## src/hdl/fsync_pkg.sv

```systemverilog
// ********************
// barrier sync node package.
// widths, register map and field positions shared by the node
// and its configuration block.
// ********************

package fsync_pkg;

  // ********************
  // request and response fields.
  // ********************
  localparam int unsigned AGGR_W = 4;  // aggregate mask.
  localparam int unsigned ID_W   = 4;  // barrier id.
  localparam int unsigned N_IDS  = 16; // one arrival entry per id.
  localparam int unsigned LVL_W  = 2;  // node level.
  localparam int unsigned CNT_W  = 16; // local barrier counter.

  // ********************
  // apb register map.
  // ********************
  localparam int unsigned APB_AW = 4;
  localparam int unsigned APB_DW = 32;

  localparam logic [APB_AW-1:0] ADDR_CTRL   = 4'h0;
  localparam logic [APB_AW-1:0] ADDR_STATUS = 4'h4;
  localparam logic [APB_AW-1:0] ADDR_COUNT  = 4'h8;

  // ctrl fields.
  localparam int unsigned CTRL_EN_BIT  = 0;
  localparam int unsigned CTRL_LVL_LSB = 4;

  // sticky status flags that clear when written with one.
  localparam int unsigned ST_RX_EN_BIT = 0;
  localparam int unsigned ST_RX_WS_BIT = 1;
  localparam int unsigned ST_TX_BIT    = 2;

endpackage
```

## src/hdl/fsync_node.sv

```systemverilog
// ********************
// barrier sync tree node.
// two child ports, one parent port and an apb register block.
// ********************

`timescale 1ns/1ps

module fsync_node (
  input  logic                         clk_i,
  input  logic                         rst_ni,
  // children.
  input  logic                         req_en_valid_i,
  input  logic [fsync_pkg::AGGR_W-1:0] req_en_aggr_i,
  input  logic [fsync_pkg::ID_W-1:0]   req_en_id_i,
  input  logic                         req_ws_valid_i,
  input  logic [fsync_pkg::AGGR_W-1:0] req_ws_aggr_i,
  input  logic [fsync_pkg::ID_W-1:0]   req_ws_id_i,
  output logic                         rsp_valid_o,
  output logic [fsync_pkg::ID_W-1:0]   rsp_id_o,
  // parent.
  output logic                         req_out_valid_o,
  output logic [fsync_pkg::AGGR_W-1:0] req_out_aggr_o,
  output logic [fsync_pkg::ID_W-1:0]   req_out_id_o,
  input  logic                         req_out_ready_i,
  input  logic                         rsp_in_valid_i,
  input  logic [fsync_pkg::ID_W-1:0]   rsp_in_id_i,
  // apb.
  input  logic [fsync_pkg::APB_AW-1:0] paddr_i,
  input  logic                         psel_i,
  input  logic                         penable_i,
  input  logic                         pwrite_i,
  input  logic [fsync_pkg::APB_DW-1:0] pwdata_i,
  output logic [fsync_pkg::APB_DW-1:0] prdata_o,
  output logic                         pready_o,
  output logic                         pslverr_o
);

  logic                         cfg_en;
  logic [fsync_pkg::LVL_W-1:0]  cfg_lvl;
  logic                         en_valid, ws_valid, en_local, ws_local;
  logic [fsync_pkg::AGGR_W-1:0] en_aggr, ws_aggr, match_aggr;
  logic [fsync_pkg::ID_W-1:0]   en_id, ws_id, match_id;
  logic                         match_valid, match_local;
  logic                         dup_en, dup_ws, overflow, local_done;

  // ********************
  // receive and match.
  // ********************
  fsync_rx u_rx_en (
    .clk_i, .rst_ni,
    .req_valid_i (req_en_valid_i), .req_aggr_i (req_en_aggr_i), .req_id_i (req_en_id_i),
    .en_i        (cfg_en),         .lvl_i      (cfg_lvl),
    .valid_o     (en_valid),       .aggr_o     (en_aggr),       .id_o     (en_id),
    .local_o     (en_local)
  );

  fsync_rx u_rx_ws (
    .clk_i, .rst_ni,
    .req_valid_i (req_ws_valid_i), .req_aggr_i (req_ws_aggr_i), .req_id_i (req_ws_id_i),
    .en_i        (cfg_en),         .lvl_i      (cfg_lvl),
    .valid_o     (ws_valid),       .aggr_o     (ws_aggr),       .id_o     (ws_id),
    .local_o     (ws_local)
  );

  fsync_arrival_rf u_arrival_rf (
    .clk_i, .rst_ni,
    .en_valid_i    (en_valid),    .en_aggr_i    (en_aggr),    .en_id_i    (en_id),
    .en_local_i    (en_local),
    .ws_valid_i    (ws_valid),    .ws_aggr_i    (ws_aggr),    .ws_id_i    (ws_id),
    .ws_local_i    (ws_local),
    .match_valid_o (match_valid), .match_id_o   (match_id),   .match_aggr_o (match_aggr),
    .match_local_o (match_local), .dup_en_o     (dup_en),     .dup_ws_o   (dup_ws)
  );

  // ********************
  // respond and forward.
  // ********************
  fsync_rsp_arb u_rsp_arb (
    .clk_i, .rst_ni,
    .match_valid_i   (match_valid),     .match_id_i     (match_id),
    .match_aggr_i    (match_aggr),      .match_local_i  (match_local),
    .req_out_ready_i (req_out_ready_i), .rsp_in_valid_i (rsp_in_valid_i),
    .rsp_in_id_i     (rsp_in_id_i),     .req_out_valid_o (req_out_valid_o),
    .req_out_aggr_o  (req_out_aggr_o),  .req_out_id_o   (req_out_id_o),
    .rsp_valid_o     (rsp_valid_o),     .rsp_id_o       (rsp_id_o),
    .local_done_o    (local_done),      .overflow_o     (overflow)
  );

  fsync_apb_regs u_apb_regs (
    .clk_i, .rst_ni,
    .paddr_i, .psel_i, .penable_i, .pwrite_i, .pwdata_i,
    .prdata_o, .pready_o, .pslverr_o,
    .err_rx_en_i  (dup_en),     .err_rx_ws_i (dup_ws), .err_tx_i (overflow),
    .local_done_i (local_done), .cfg_en_o    (cfg_en), .cfg_lvl_o (cfg_lvl)
  );

endmodule

```

## src/hdl/fsync_apb_regs.sv

```systemverilog
// ********************
// node configuration registers on apb.
// ctrl holds enable and level, status collects sticky error flags,
// count tracks completed local barriers. no wait states.
// ********************

`timescale 1ns/1ps

module fsync_apb_regs (
  input  logic                         clk_i,
  input  logic                         rst_ni,
  input  logic [fsync_pkg::APB_AW-1:0] paddr_i,
  input  logic                         psel_i,
  input  logic                         penable_i,
  input  logic                         pwrite_i,
  input  logic [fsync_pkg::APB_DW-1:0] pwdata_i,
  output logic [fsync_pkg::APB_DW-1:0] prdata_o,
  output logic                         pready_o,
  output logic                         pslverr_o,
  input  logic                         err_rx_en_i,
  input  logic                         err_rx_ws_i,
  input  logic                         err_tx_i,
  input  logic                         local_done_i,
  output logic                         cfg_en_o,
  output logic [fsync_pkg::LVL_W-1:0]  cfg_lvl_o
);

  localparam int unsigned ST_W = fsync_pkg::ST_TX_BIT + 1;

  logic                        access, addr_hit;
  logic [ST_W-1:0]             status_q, st_set, st_clr;
  logic [fsync_pkg::CNT_W-1:0] count_q;

  assign access    = psel_i & penable_i;
  assign pready_o  = access;             // never stretched.
  assign pslverr_o = access & ~addr_hit;

  // ********************
  // read path.
  // ********************
  always_comb begin
    prdata_o = '0;
    addr_hit = 1'b1;
    case (paddr_i)
      fsync_pkg::ADDR_CTRL: begin
        prdata_o[fsync_pkg::CTRL_EN_BIT]                     = cfg_en_o;
        prdata_o[fsync_pkg::CTRL_LVL_LSB +: fsync_pkg::LVL_W] = cfg_lvl_o;
      end
      fsync_pkg::ADDR_STATUS: prdata_o[ST_W-1:0] = status_q;
      fsync_pkg::ADDR_COUNT:  prdata_o[fsync_pkg::CNT_W-1:0] = count_q;
      default:                addr_hit = 1'b0;
    endcase
  end

  // ********************
  // write path.
  // ********************
  always_comb begin
    st_set = '0;
    st_set[fsync_pkg::ST_RX_EN_BIT] = err_rx_en_i;
    st_set[fsync_pkg::ST_RX_WS_BIT] = err_rx_ws_i;
    st_set[fsync_pkg::ST_TX_BIT]    = err_tx_i;
    st_clr = '0;
    if (access && pwrite_i && paddr_i == fsync_pkg::ADDR_STATUS) begin
      st_clr = pwdata_i[ST_W-1:0];
    end
  end

  always_ff @(posedge clk_i or negedge rst_ni) begin
    if (!rst_ni) begin
      cfg_en_o  <= 1'b0;
      cfg_lvl_o <= '0;
      status_q  <= '0;
      count_q   <= '0;
    end else begin
      if (access && pwrite_i && paddr_i == fsync_pkg::ADDR_CTRL) begin
        cfg_en_o  <= pwdata_i[fsync_pkg::CTRL_EN_BIT];
        cfg_lvl_o <= pwdata_i[fsync_pkg::CTRL_LVL_LSB +: fsync_pkg::LVL_W];
      end
      status_q <= (status_q & ~st_clr) | st_set; // a new error wins over clear.
      if (local_done_i && count_q != '1) count_q <= count_q + 1'b1; // saturates.
    end
  end

  a_penable_in_sel: assert property (
    @(posedge clk_i) disable iff (!rst_ni)
    penable_i |-> psel_i
  ) else $error("fsync_apb_regs: penable without psel.");

endmodule

```

## src/hdl/fsync_rsp_arb.sv

```systemverilog
// ********************
// response arbiter and parent output.
// local matches and parent responses wait in one-entry holding
// registers and share the broadcast port, alternating when both wait.
// ********************

`timescale 1ns/1ps

module fsync_rsp_arb (
  input  logic                         clk_i,
  input  logic                         rst_ni,
  input  logic                         match_valid_i,
  input  logic [fsync_pkg::ID_W-1:0]   match_id_i,
  input  logic [fsync_pkg::AGGR_W-1:0] match_aggr_i,
  input  logic                         match_local_i,
  input  logic                         req_out_ready_i,
  input  logic                         rsp_in_valid_i,
  input  logic [fsync_pkg::ID_W-1:0]   rsp_in_id_i,
  output logic                         req_out_valid_o,
  output logic [fsync_pkg::AGGR_W-1:0] req_out_aggr_o,
  output logic [fsync_pkg::ID_W-1:0]   req_out_id_o,
  output logic                         rsp_valid_o,
  output logic [fsync_pkg::ID_W-1:0]   rsp_id_o,
  output logic                         local_done_o,
  output logic                         overflow_o
);

  logic loc_v_q, par_v_q, prio_q;
  logic [fsync_pkg::ID_W-1:0] loc_id_q, par_id_q;
  logic loc_in, rem_in, sel_par, loc_load, par_load, rem_load;

  assign loc_in  = match_valid_i & match_local_i;
  assign rem_in  = match_valid_i & ~match_local_i;
  assign sel_par = par_v_q & (~loc_v_q | prio_q); // prio_q set means parent first.

  // a holding register refills in the cycle it is sent.
  assign loc_load = loc_in & (~loc_v_q | ~sel_par);
  assign par_load = rsp_in_valid_i & (~par_v_q | sel_par);
  assign rem_load = rem_in & (~req_out_valid_o | req_out_ready_i);

  assign rsp_valid_o  = loc_v_q | par_v_q;
  assign rsp_id_o     = sel_par ? par_id_q : loc_id_q;
  assign local_done_o = loc_v_q & ~sel_par;
  assign overflow_o   = (loc_in & ~loc_load) | (rsp_in_valid_i & ~par_load)
                      | (rem_in & ~rem_load);

  always_ff @(posedge clk_i or negedge rst_ni) begin
    if (!rst_ni) begin
      loc_v_q         <= 1'b0;
      par_v_q         <= 1'b0;
      prio_q          <= 1'b0;
      req_out_valid_o <= 1'b0;
    end else begin
      loc_v_q <= loc_load | (loc_v_q & sel_par);
      par_v_q <= par_load | (par_v_q & ~sel_par);
      if (loc_v_q && par_v_q) prio_q <= ~prio_q;
      req_out_valid_o <= rem_load | (req_out_valid_o & ~req_out_ready_i);
    end
  end

  always_ff @(posedge clk_i) begin
    if (loc_load) loc_id_q <= match_id_i;
    if (par_load) par_id_q <= rsp_in_id_i;
    if (rem_load) begin
      req_out_id_o   <= match_id_i;
      req_out_aggr_o <= match_aggr_i;
    end
  end

  a_req_out_stable: assert property (
    @(posedge clk_i) disable iff (!rst_ni)
    req_out_valid_o && !req_out_ready_i
      |=> req_out_valid_o && $stable(req_out_id_o) && $stable(req_out_aggr_o)
  ) else $error("fsync_rsp_arb: parent request changed while stalled.");

endmodule

```

## src/hdl/fsync_arrival_rf.sv

```systemverilog
// ********************
// arrival table.
// two arrival bits per barrier id. a request whose opposite bit
// is set, or a same-id pair, completes a barrier.
// ********************

`timescale 1ns/1ps

module fsync_arrival_rf (
  input  logic                         clk_i,
  input  logic                         rst_ni,
  input  logic                         en_valid_i,
  input  logic [fsync_pkg::AGGR_W-1:0] en_aggr_i,
  input  logic [fsync_pkg::ID_W-1:0]   en_id_i,
  input  logic                         en_local_i,
  input  logic                         ws_valid_i,
  input  logic [fsync_pkg::AGGR_W-1:0] ws_aggr_i,
  input  logic [fsync_pkg::ID_W-1:0]   ws_id_i,
  input  logic                         ws_local_i,
  output logic                         match_valid_o,
  output logic [fsync_pkg::ID_W-1:0]   match_id_o,
  output logic [fsync_pkg::AGGR_W-1:0] match_aggr_o,
  output logic                         match_local_o,
  output logic                         dup_en_o,
  output logic                         dup_ws_o
);

  logic [fsync_pkg::N_IDS-1:0]  arr_en_q, arr_ws_q;
  logic [fsync_pkg::AGGR_W-1:0] aggr_q [fsync_pkg::N_IDS];
  logic [fsync_pkg::N_IDS-1:0]  local_q;

  logic en_hit, ws_hit, pair, en_first, ws_first, ws_defer;
  logic left_valid;
  logic [fsync_pkg::ID_W-1:0] left_id;

  // ********************
  // match detection.
  // ********************
  assign dup_en_o = en_valid_i & arr_en_q[en_id_i];
  assign dup_ws_o = ws_valid_i & arr_ws_q[ws_id_i];
  assign en_hit   = en_valid_i & ~dup_en_o & arr_ws_q[en_id_i];
  assign ws_hit   = ws_valid_i & ~dup_ws_o & arr_en_q[ws_id_i];
  assign pair     = en_valid_i & ws_valid_i & (en_id_i == ws_id_i)
                  & ~arr_en_q[en_id_i] & ~arr_ws_q[en_id_i];
  assign en_first = en_valid_i & ~dup_en_o & ~en_hit & ~pair;
  assign ws_first = ws_valid_i & ~dup_ws_o & ~ws_hit & ~pair;
  assign ws_defer = en_hit & ws_hit; // second match parks with both bits set.

  // parked barriers leave in idle cycles with the lowest id first.
  always_comb begin
    left_valid = 1'b0;
    left_id    = '0;
    for (int i = fsync_pkg::N_IDS - 1; i >= 0; i--) begin
      if (arr_en_q[i] && arr_ws_q[i]) begin
        left_valid = 1'b1;
        left_id    = i[fsync_pkg::ID_W-1:0];
      end
    end
  end

  always_comb begin
    match_valid_o = pair | en_hit | ws_hit | left_valid;
    if (pair || en_hit) match_id_o = en_id_i;
    else if (ws_hit)    match_id_o = ws_id_i;
    else                match_id_o = left_id;
    // keep the mask of the first arrival.
    match_aggr_o  = pair ? en_aggr_i  : aggr_q[match_id_o];
    match_local_o = pair ? en_local_i : local_q[match_id_o];
  end

  // ********************
  // table update.
  // ********************
  always_ff @(posedge clk_i or negedge rst_ni) begin
    if (!rst_ni) begin
      arr_en_q <= '0;
      arr_ws_q <= '0;
    end else begin
      if (en_first) arr_en_q[en_id_i] <= 1'b1;
      if (ws_first || ws_defer) arr_ws_q[ws_id_i] <= 1'b1;
      if (match_valid_o) begin
        arr_en_q[match_id_o] <= 1'b0;
        arr_ws_q[match_id_o] <= 1'b0;
      end
    end
  end

  always_ff @(posedge clk_i) begin
    if (en_first) begin
      aggr_q[en_id_i]  <= en_aggr_i;
      local_q[en_id_i] <= en_local_i;
    end
    if (ws_first) begin
      aggr_q[ws_id_i]  <= ws_aggr_i;
      local_q[ws_id_i] <= ws_local_i;
    end
  end

  // a match on an empty entry needs both sides in the same cycle.
  a_match_has_arrival: assert property (
    @(posedge clk_i) disable iff (!rst_ni)
    match_valid_o && !arr_en_q[match_id_o] && !arr_ws_q[match_id_o]
      |-> en_valid_i && ws_valid_i && en_id_i == ws_id_i
  ) else $error("fsync_arrival_rf: match without arrival.");

endmodule

```

## src/hdl/fsync_rx.sv

```systemverilog
// ********************
// child request receiver.
// samples one request pulse per cycle, drops it while the node
// is disabled and tags it local or remote against the level.
// ********************

`timescale 1ns/1ps

module fsync_rx (
  input  logic                        clk_i,
  input  logic                        rst_ni,
  input  logic                        req_valid_i,
  input  logic [fsync_pkg::AGGR_W-1:0] req_aggr_i,
  input  logic [fsync_pkg::ID_W-1:0]  req_id_i,
  input  logic                        en_i,
  input  logic [fsync_pkg::LVL_W-1:0] lvl_i,
  output logic                        valid_o,
  output logic [fsync_pkg::AGGR_W-1:0] aggr_o,
  output logic [fsync_pkg::ID_W-1:0]  id_o,
  output logic                        local_o
);

  logic is_local;

  // local when no mask bit above the node level is set.
  always_comb begin
    is_local = 1'b1;
    for (int i = 0; i < fsync_pkg::AGGR_W; i++) begin
      if (i > int'(lvl_i) && req_aggr_i[i]) is_local = 1'b0;
    end
  end

  always_ff @(posedge clk_i or negedge rst_ni) begin
    if (!rst_ni) begin
      valid_o <= 1'b0;
    end else begin
      valid_o <= req_valid_i & en_i; // disabled node ignores children.
    end
  end

  // payload loads with each request.
  always_ff @(posedge clk_i) begin
    if (req_valid_i) begin
      aggr_o  <= req_aggr_i;
      id_o    <= req_id_i;
      local_o <= is_local;
    end
  end

  a_req_id_known: assert property (
    @(posedge clk_i) disable iff (!rst_ni)
    req_valid_i |-> !$isunknown(req_id_i)
  ) else $error("fsync_rx: unknown id on a valid request.");

endmodule

```

## config.mk

```make
export PLATFORM = sky130hd
export DESIGN_NAME = fsync_node
export DESIGN_NICKNAME = d
export VERILOG_FILES = /design/src/hdl/fsync_pkg.sv /design/src/hdl/fsync_node.sv /design/src/hdl/fsync_apb_regs.sv /design/src/hdl/fsync_rsp_arb.sv /design/src/hdl/fsync_arrival_rf.sv /design/src/hdl/fsync_rx.sv
export SDC_FILE = /design/constraint.sdc
export NUM_CORES = 1
export LEC_CHECK = 0
export BUFFER_PORTS_ARGS = -buffer_cell sky130_fd_sc_hd__buf_2
export CORE_MARGIN = 2
export CORE_UTILIZATION = 45
export CTS_CLUSTER_DIAMETER = 30
export CTS_CLUSTER_SIZE = 28
export DETAILED_ROUTE_END_ITERATION = 16
export GPL_TIMING_DRIVEN = 0
export SYNTH_ARGS = -nofsm -noshare
export SYNTH_HDL_FRONTEND = slang
export SYNTH_HIERARCHICAL = 1
export SYNTH_SLANG_ARGS = --single-unit
```

## constraint.sdc

```tcl
create_clock -name clk_i -period 4.5 [get_ports clk_i]
set_input_delay 0.45 -clock clk_i [delete_from_list [all_inputs] [get_ports clk_i]]
set_output_delay 0.45 -clock clk_i [all_outputs]
set_load 0.03 [all_outputs]
```

==> flow_metrics.env <==
export IMPL_crit_path_frequent_cell="buf_2"
export IMPL_via_count=8028
export IMPL_maxCapViolCount=0
export IMPL_cts_buffer_depth=2
export IMPL_numPortBuffers=68
export IMPL_dp_hpwl_mm=21.7
export IMPL_fin_crit_ns=4.36
export IMPL_drt_pass1_iter_count=6
export IMPL_fmax_ghz=0.229
export IMPL_syn_area_mm2=0.0101
export IMPL_coreArea_mm2=0.0220
export IMPL_io_pins=113
export IMPL_grt_pass1_vias=7953
export IMPL_worst_path_max_delay_cell="o41a_1"
export IMPL_hold_class="primary input to async pin"
export IMPL_ir_drop_v=0.000248
export IMPL_critPathLaunchType="register"
export IMPL_synth_seq_area_share_pct=47.2
export IMPL_cp_end_kind="register"
export IMPL_grt_pass1_wl_mm=46.6
export IMPL_layout_drive_gt1_share_pct=26.9
export IMPL_timing_final_hold_violations=0
export IMPL_cp_data_arrival_time_ns=4.51
export IMPL_relSlewSlack_pct=36.5
export IMPL_report_final_slew_viol_count=0
export IMPL_path_clk_slew_ns=0.07
export IMPL_leakage_nw=4.47
export IMPL_worst_pin_slew_ns=0.946
export IMPL_die_w_um=154
export IMPL_synth_edf_count=98
export IMPL_path_cells="buf_2 -> nor2b_1 -> clkbuf_2 -> a22oi_1 -> a211oi_2 -> o21a_2 -> buf_2 -> mux2_2 -> a21oi_2 -> a21oi_1 -> a22o_1 -> o41a_1 -> nor3b_4 -> buf_12"
export IMPL_antenna_found_initial=1
export IMPL_root_buffer="clkbuf_16"
export IMPL_initial_core_util_pct=46.0
export IMPL_finalCritPeriodShare_pct=96.9
export IMPL_fp_row_count=54
export IMPL_layout_setup_ws_ns=0.141
export IMPL_post_route_util_pct=52.5
export IMPL_rsz0062_at_grt="false"
export IMPL_ant_nets=0
export IMPL_synthCells=925
export IMPL_cts_htree_levels=4
export IMPL_synth_area_per_cell_um2=10.9
export IMPL_skew_ns=0.0111
export IMPL_cts_num_sinks=174
export IMPL_p_per_area_mw_per_mm2=414
export IMPL_finalSetupViolations=0
export IMPL_fp_dieH_um=154
export IMPL_nNetsFinal=1092
export IMPL_antennaDiodeCount=0
export IMPL_final_cell_mix="edfxtp_1, nand2_1, mux2_2"
export IMPL_tritoncts="done"
export IMPL_gp_congestion=0.908
export IMPL_crit_family="compound AO/OA/AOI/OAI gates"
export IMPL_place_ws_ns=-0.830
export IMPL_ys_ff_latch=174
export IMPL_crit_required_ns=4.65
export IMPL_grt_util_all_layers_pct=25.7
export IMPL_path_buf_inv=4
export IMPL_synthArstFlopShare_pct=34.5
export IMPL_max_stage_delay_ns=0.49
export IMPL_area_growth_pct=14.1
export IMPL_num_fill_cells=1985
export IMPL_status="finished clean"
export IMPL_cts_buffers_inserted=17
export IMPL_clock_latency_ns=0.43
export IMPL_layout_commonest_cell="edfxtp_1"
export IMPL_ys_flop_type="edfxtp_1"
export IMPL_drt_wl_total_mm=29.7
export IMPL_first_iter_violations=851
export IMPL_die_area_mm2=0.0237
export IMPL_path_class="register to register"
export IMPL_critPathMaxFanout=10
export IMPL_yosys_warnings=6
export IMPL_vias_per_cell=6.09
export IMPL_avgRoutedWirePerCell_um=22.5
export IMPL_whs_ns=0.0947
export IMPL_grt_max_degree=61
export IMPL_synth_cell_type_count=78
export IMPL_gr_total_overflow=0
export IMPL_cts_hold_buf=0
export IMPL_drc_errors=0
-- state kept, by name, summed over array words and instances (netlist names), 2 cells and up --
name / cells
u_apb_regs/cfg_lvl_o: 2
u_apb_regs/count_q: 16
u_apb_regs/status_q: 3
u_arrival_rf/aggr_q: 64
u_arrival_rf/arr_en_q: 16
u_arrival_rf/arr_ws_q: 16
u_arrival_rf/local_q: 16
u_rsp_arb/loc_id_q: 4
u_rsp_arb/par_id_q: 4
u_rsp_arb/req_out_aggr_o: 4
u_rsp_arb/req_out_id_o: 4
u_rx_en/aggr_o: 4
u_rx_en/id_o: 4
u_rx_ws/aggr_o: 4
u_rx_ws/id_o: 4
-- final timing paths --
| check | start | endpoint | slack [ns] | depth (start not counted) |
|---|---|---|---|---|
| setup / recovery | u_rx_ws/id_o[3] | u_rsp_arb/req_out_aggr_o[3] | 0.14 | 14 |
| hold / removal | rst_ni | u_apb_regs/count_q[9] | 0.09 | 1 |
| setup reg to reg | u_rx_ws/id_o[3] | u_rsp_arb/req_out_aggr_o[3] | 0.14 | 14 |
| hold reg to reg | u_apb_regs/status_q[0] | u_apb_regs/status_q[0] | 0.49 | 1 |
| max in group asynchronous | rst_ni | u_arrival_rf/arr_en_q[4] | 3.86 | 1 |
| min in group clk_i | req_ws_id_i[0] | u_rx_ws/id_o[0] | 0.19 | 1 |
-- power by group --
part	internal (mW)	switching [mW]	leakage, nW
Sequential	1.87	0.169	1.85
Clock	0.843	0.691	0.294
Combinational	0.473	0.727	2.32
-- per-layer routing --
layer | vias to the layer above | GRT usage, % | routed length [um]
li1 | 3650 | - | -
met1 | 3956 | 36.3 | 13200
met2 | 366 | 41.6 | 14100
met3 | 54 | 3.52 | 1880
met4 | 2 | 7.65 | 601
met5 | - | 0 | 11
-- metrics by stage --
step / instance area [um2] / std cells / total power [mW] / TNS [ns]
floorplan: 10200 / 940 / 2.82 / 0
finish: 11500 / 1319 / 4.77 / 0
detailed placement: 10900 / 1288 / 3.21 / -7.55
global route: 11500 / 1319 / 4.96 / 0
CTS: 11500 / 1319 / 4.75 / 0
global placement: 10800 / 1288 / 3.20 / -7.15
-- logic make-up after synthesis --
kind of cell / Yosys count / share of synthesized area [%]
compound gates: 218 / 15.5
xor+xnor: 17 / 1.47
fa+ha+maj: 1 / 0.124
buf+inv: 86 / 4.56
flops: 174 / 47.2
mux: 137 / 16.6
other cells: 1 / 0.0371
simple gates: 291 / 14.6
-- what timing repair did --
action,in CTS,in global routing
buffers inserted,0,1
pin swaps,0,1
resized for setup,4,14
endpoints found under the setup margin,13,13
-- synth_stat cells, drive strengths merged, types with 2 or more instances --
cell type	n	share of area, %
a211oi	4	0.35
a21o	20	1.6
o21ai	26	1.4
edfxtp	98	29
mux2	93	10
o22a	2	0.17
a32o	2	0.20
a31oi	3	0.19
nand2b	25	1.5
o21a	2	0.24
o41a	5	0.56
and4	4	0.35
xor2	10	0.87
nor2b	10	0.62
clkbuf	35	1.3
a22o	16	1.4
or3	2	0.12
o2111ai	20	1.7
and3	6	0.38
mux4	14	3.2
dfrtp	60	15
o211ai	26	2.0
xnor2	7	0.61
and2	18	1.1
o22ai	7	0.43
a21oi	62	3.1
nor2	62	2.3
or2	11	0.68
a22oi	13	0.97
nand2	89	3.3
nor3b	2	0.15
mux2i	30	3.0
a21boi	2	0.15
nand4	18	1.2
buf	38	2.7
nand3	12	0.64
nand3b	2	0.15
dfxtp	16	3.2
nor3	19	0.94
inv	13	0.51
nor4	7	0.58
-- cell type report --
class                           count  area [um2]  share of cell area (%)
Multi-Input combinational cell    680        4990                    43.3
Buffer                             71         408                    3.54
Sequential cell                   174        4760                    41.3
Timing Repair Buffer               69         363                    3.15
Inverter                           13        51.3                   0.445
Clock inverter                     14         170                    1.48
Tap cell                          280         350                    3.04
Clock buffer                       18         429                    3.72
(Power assumes the default switching activity.)
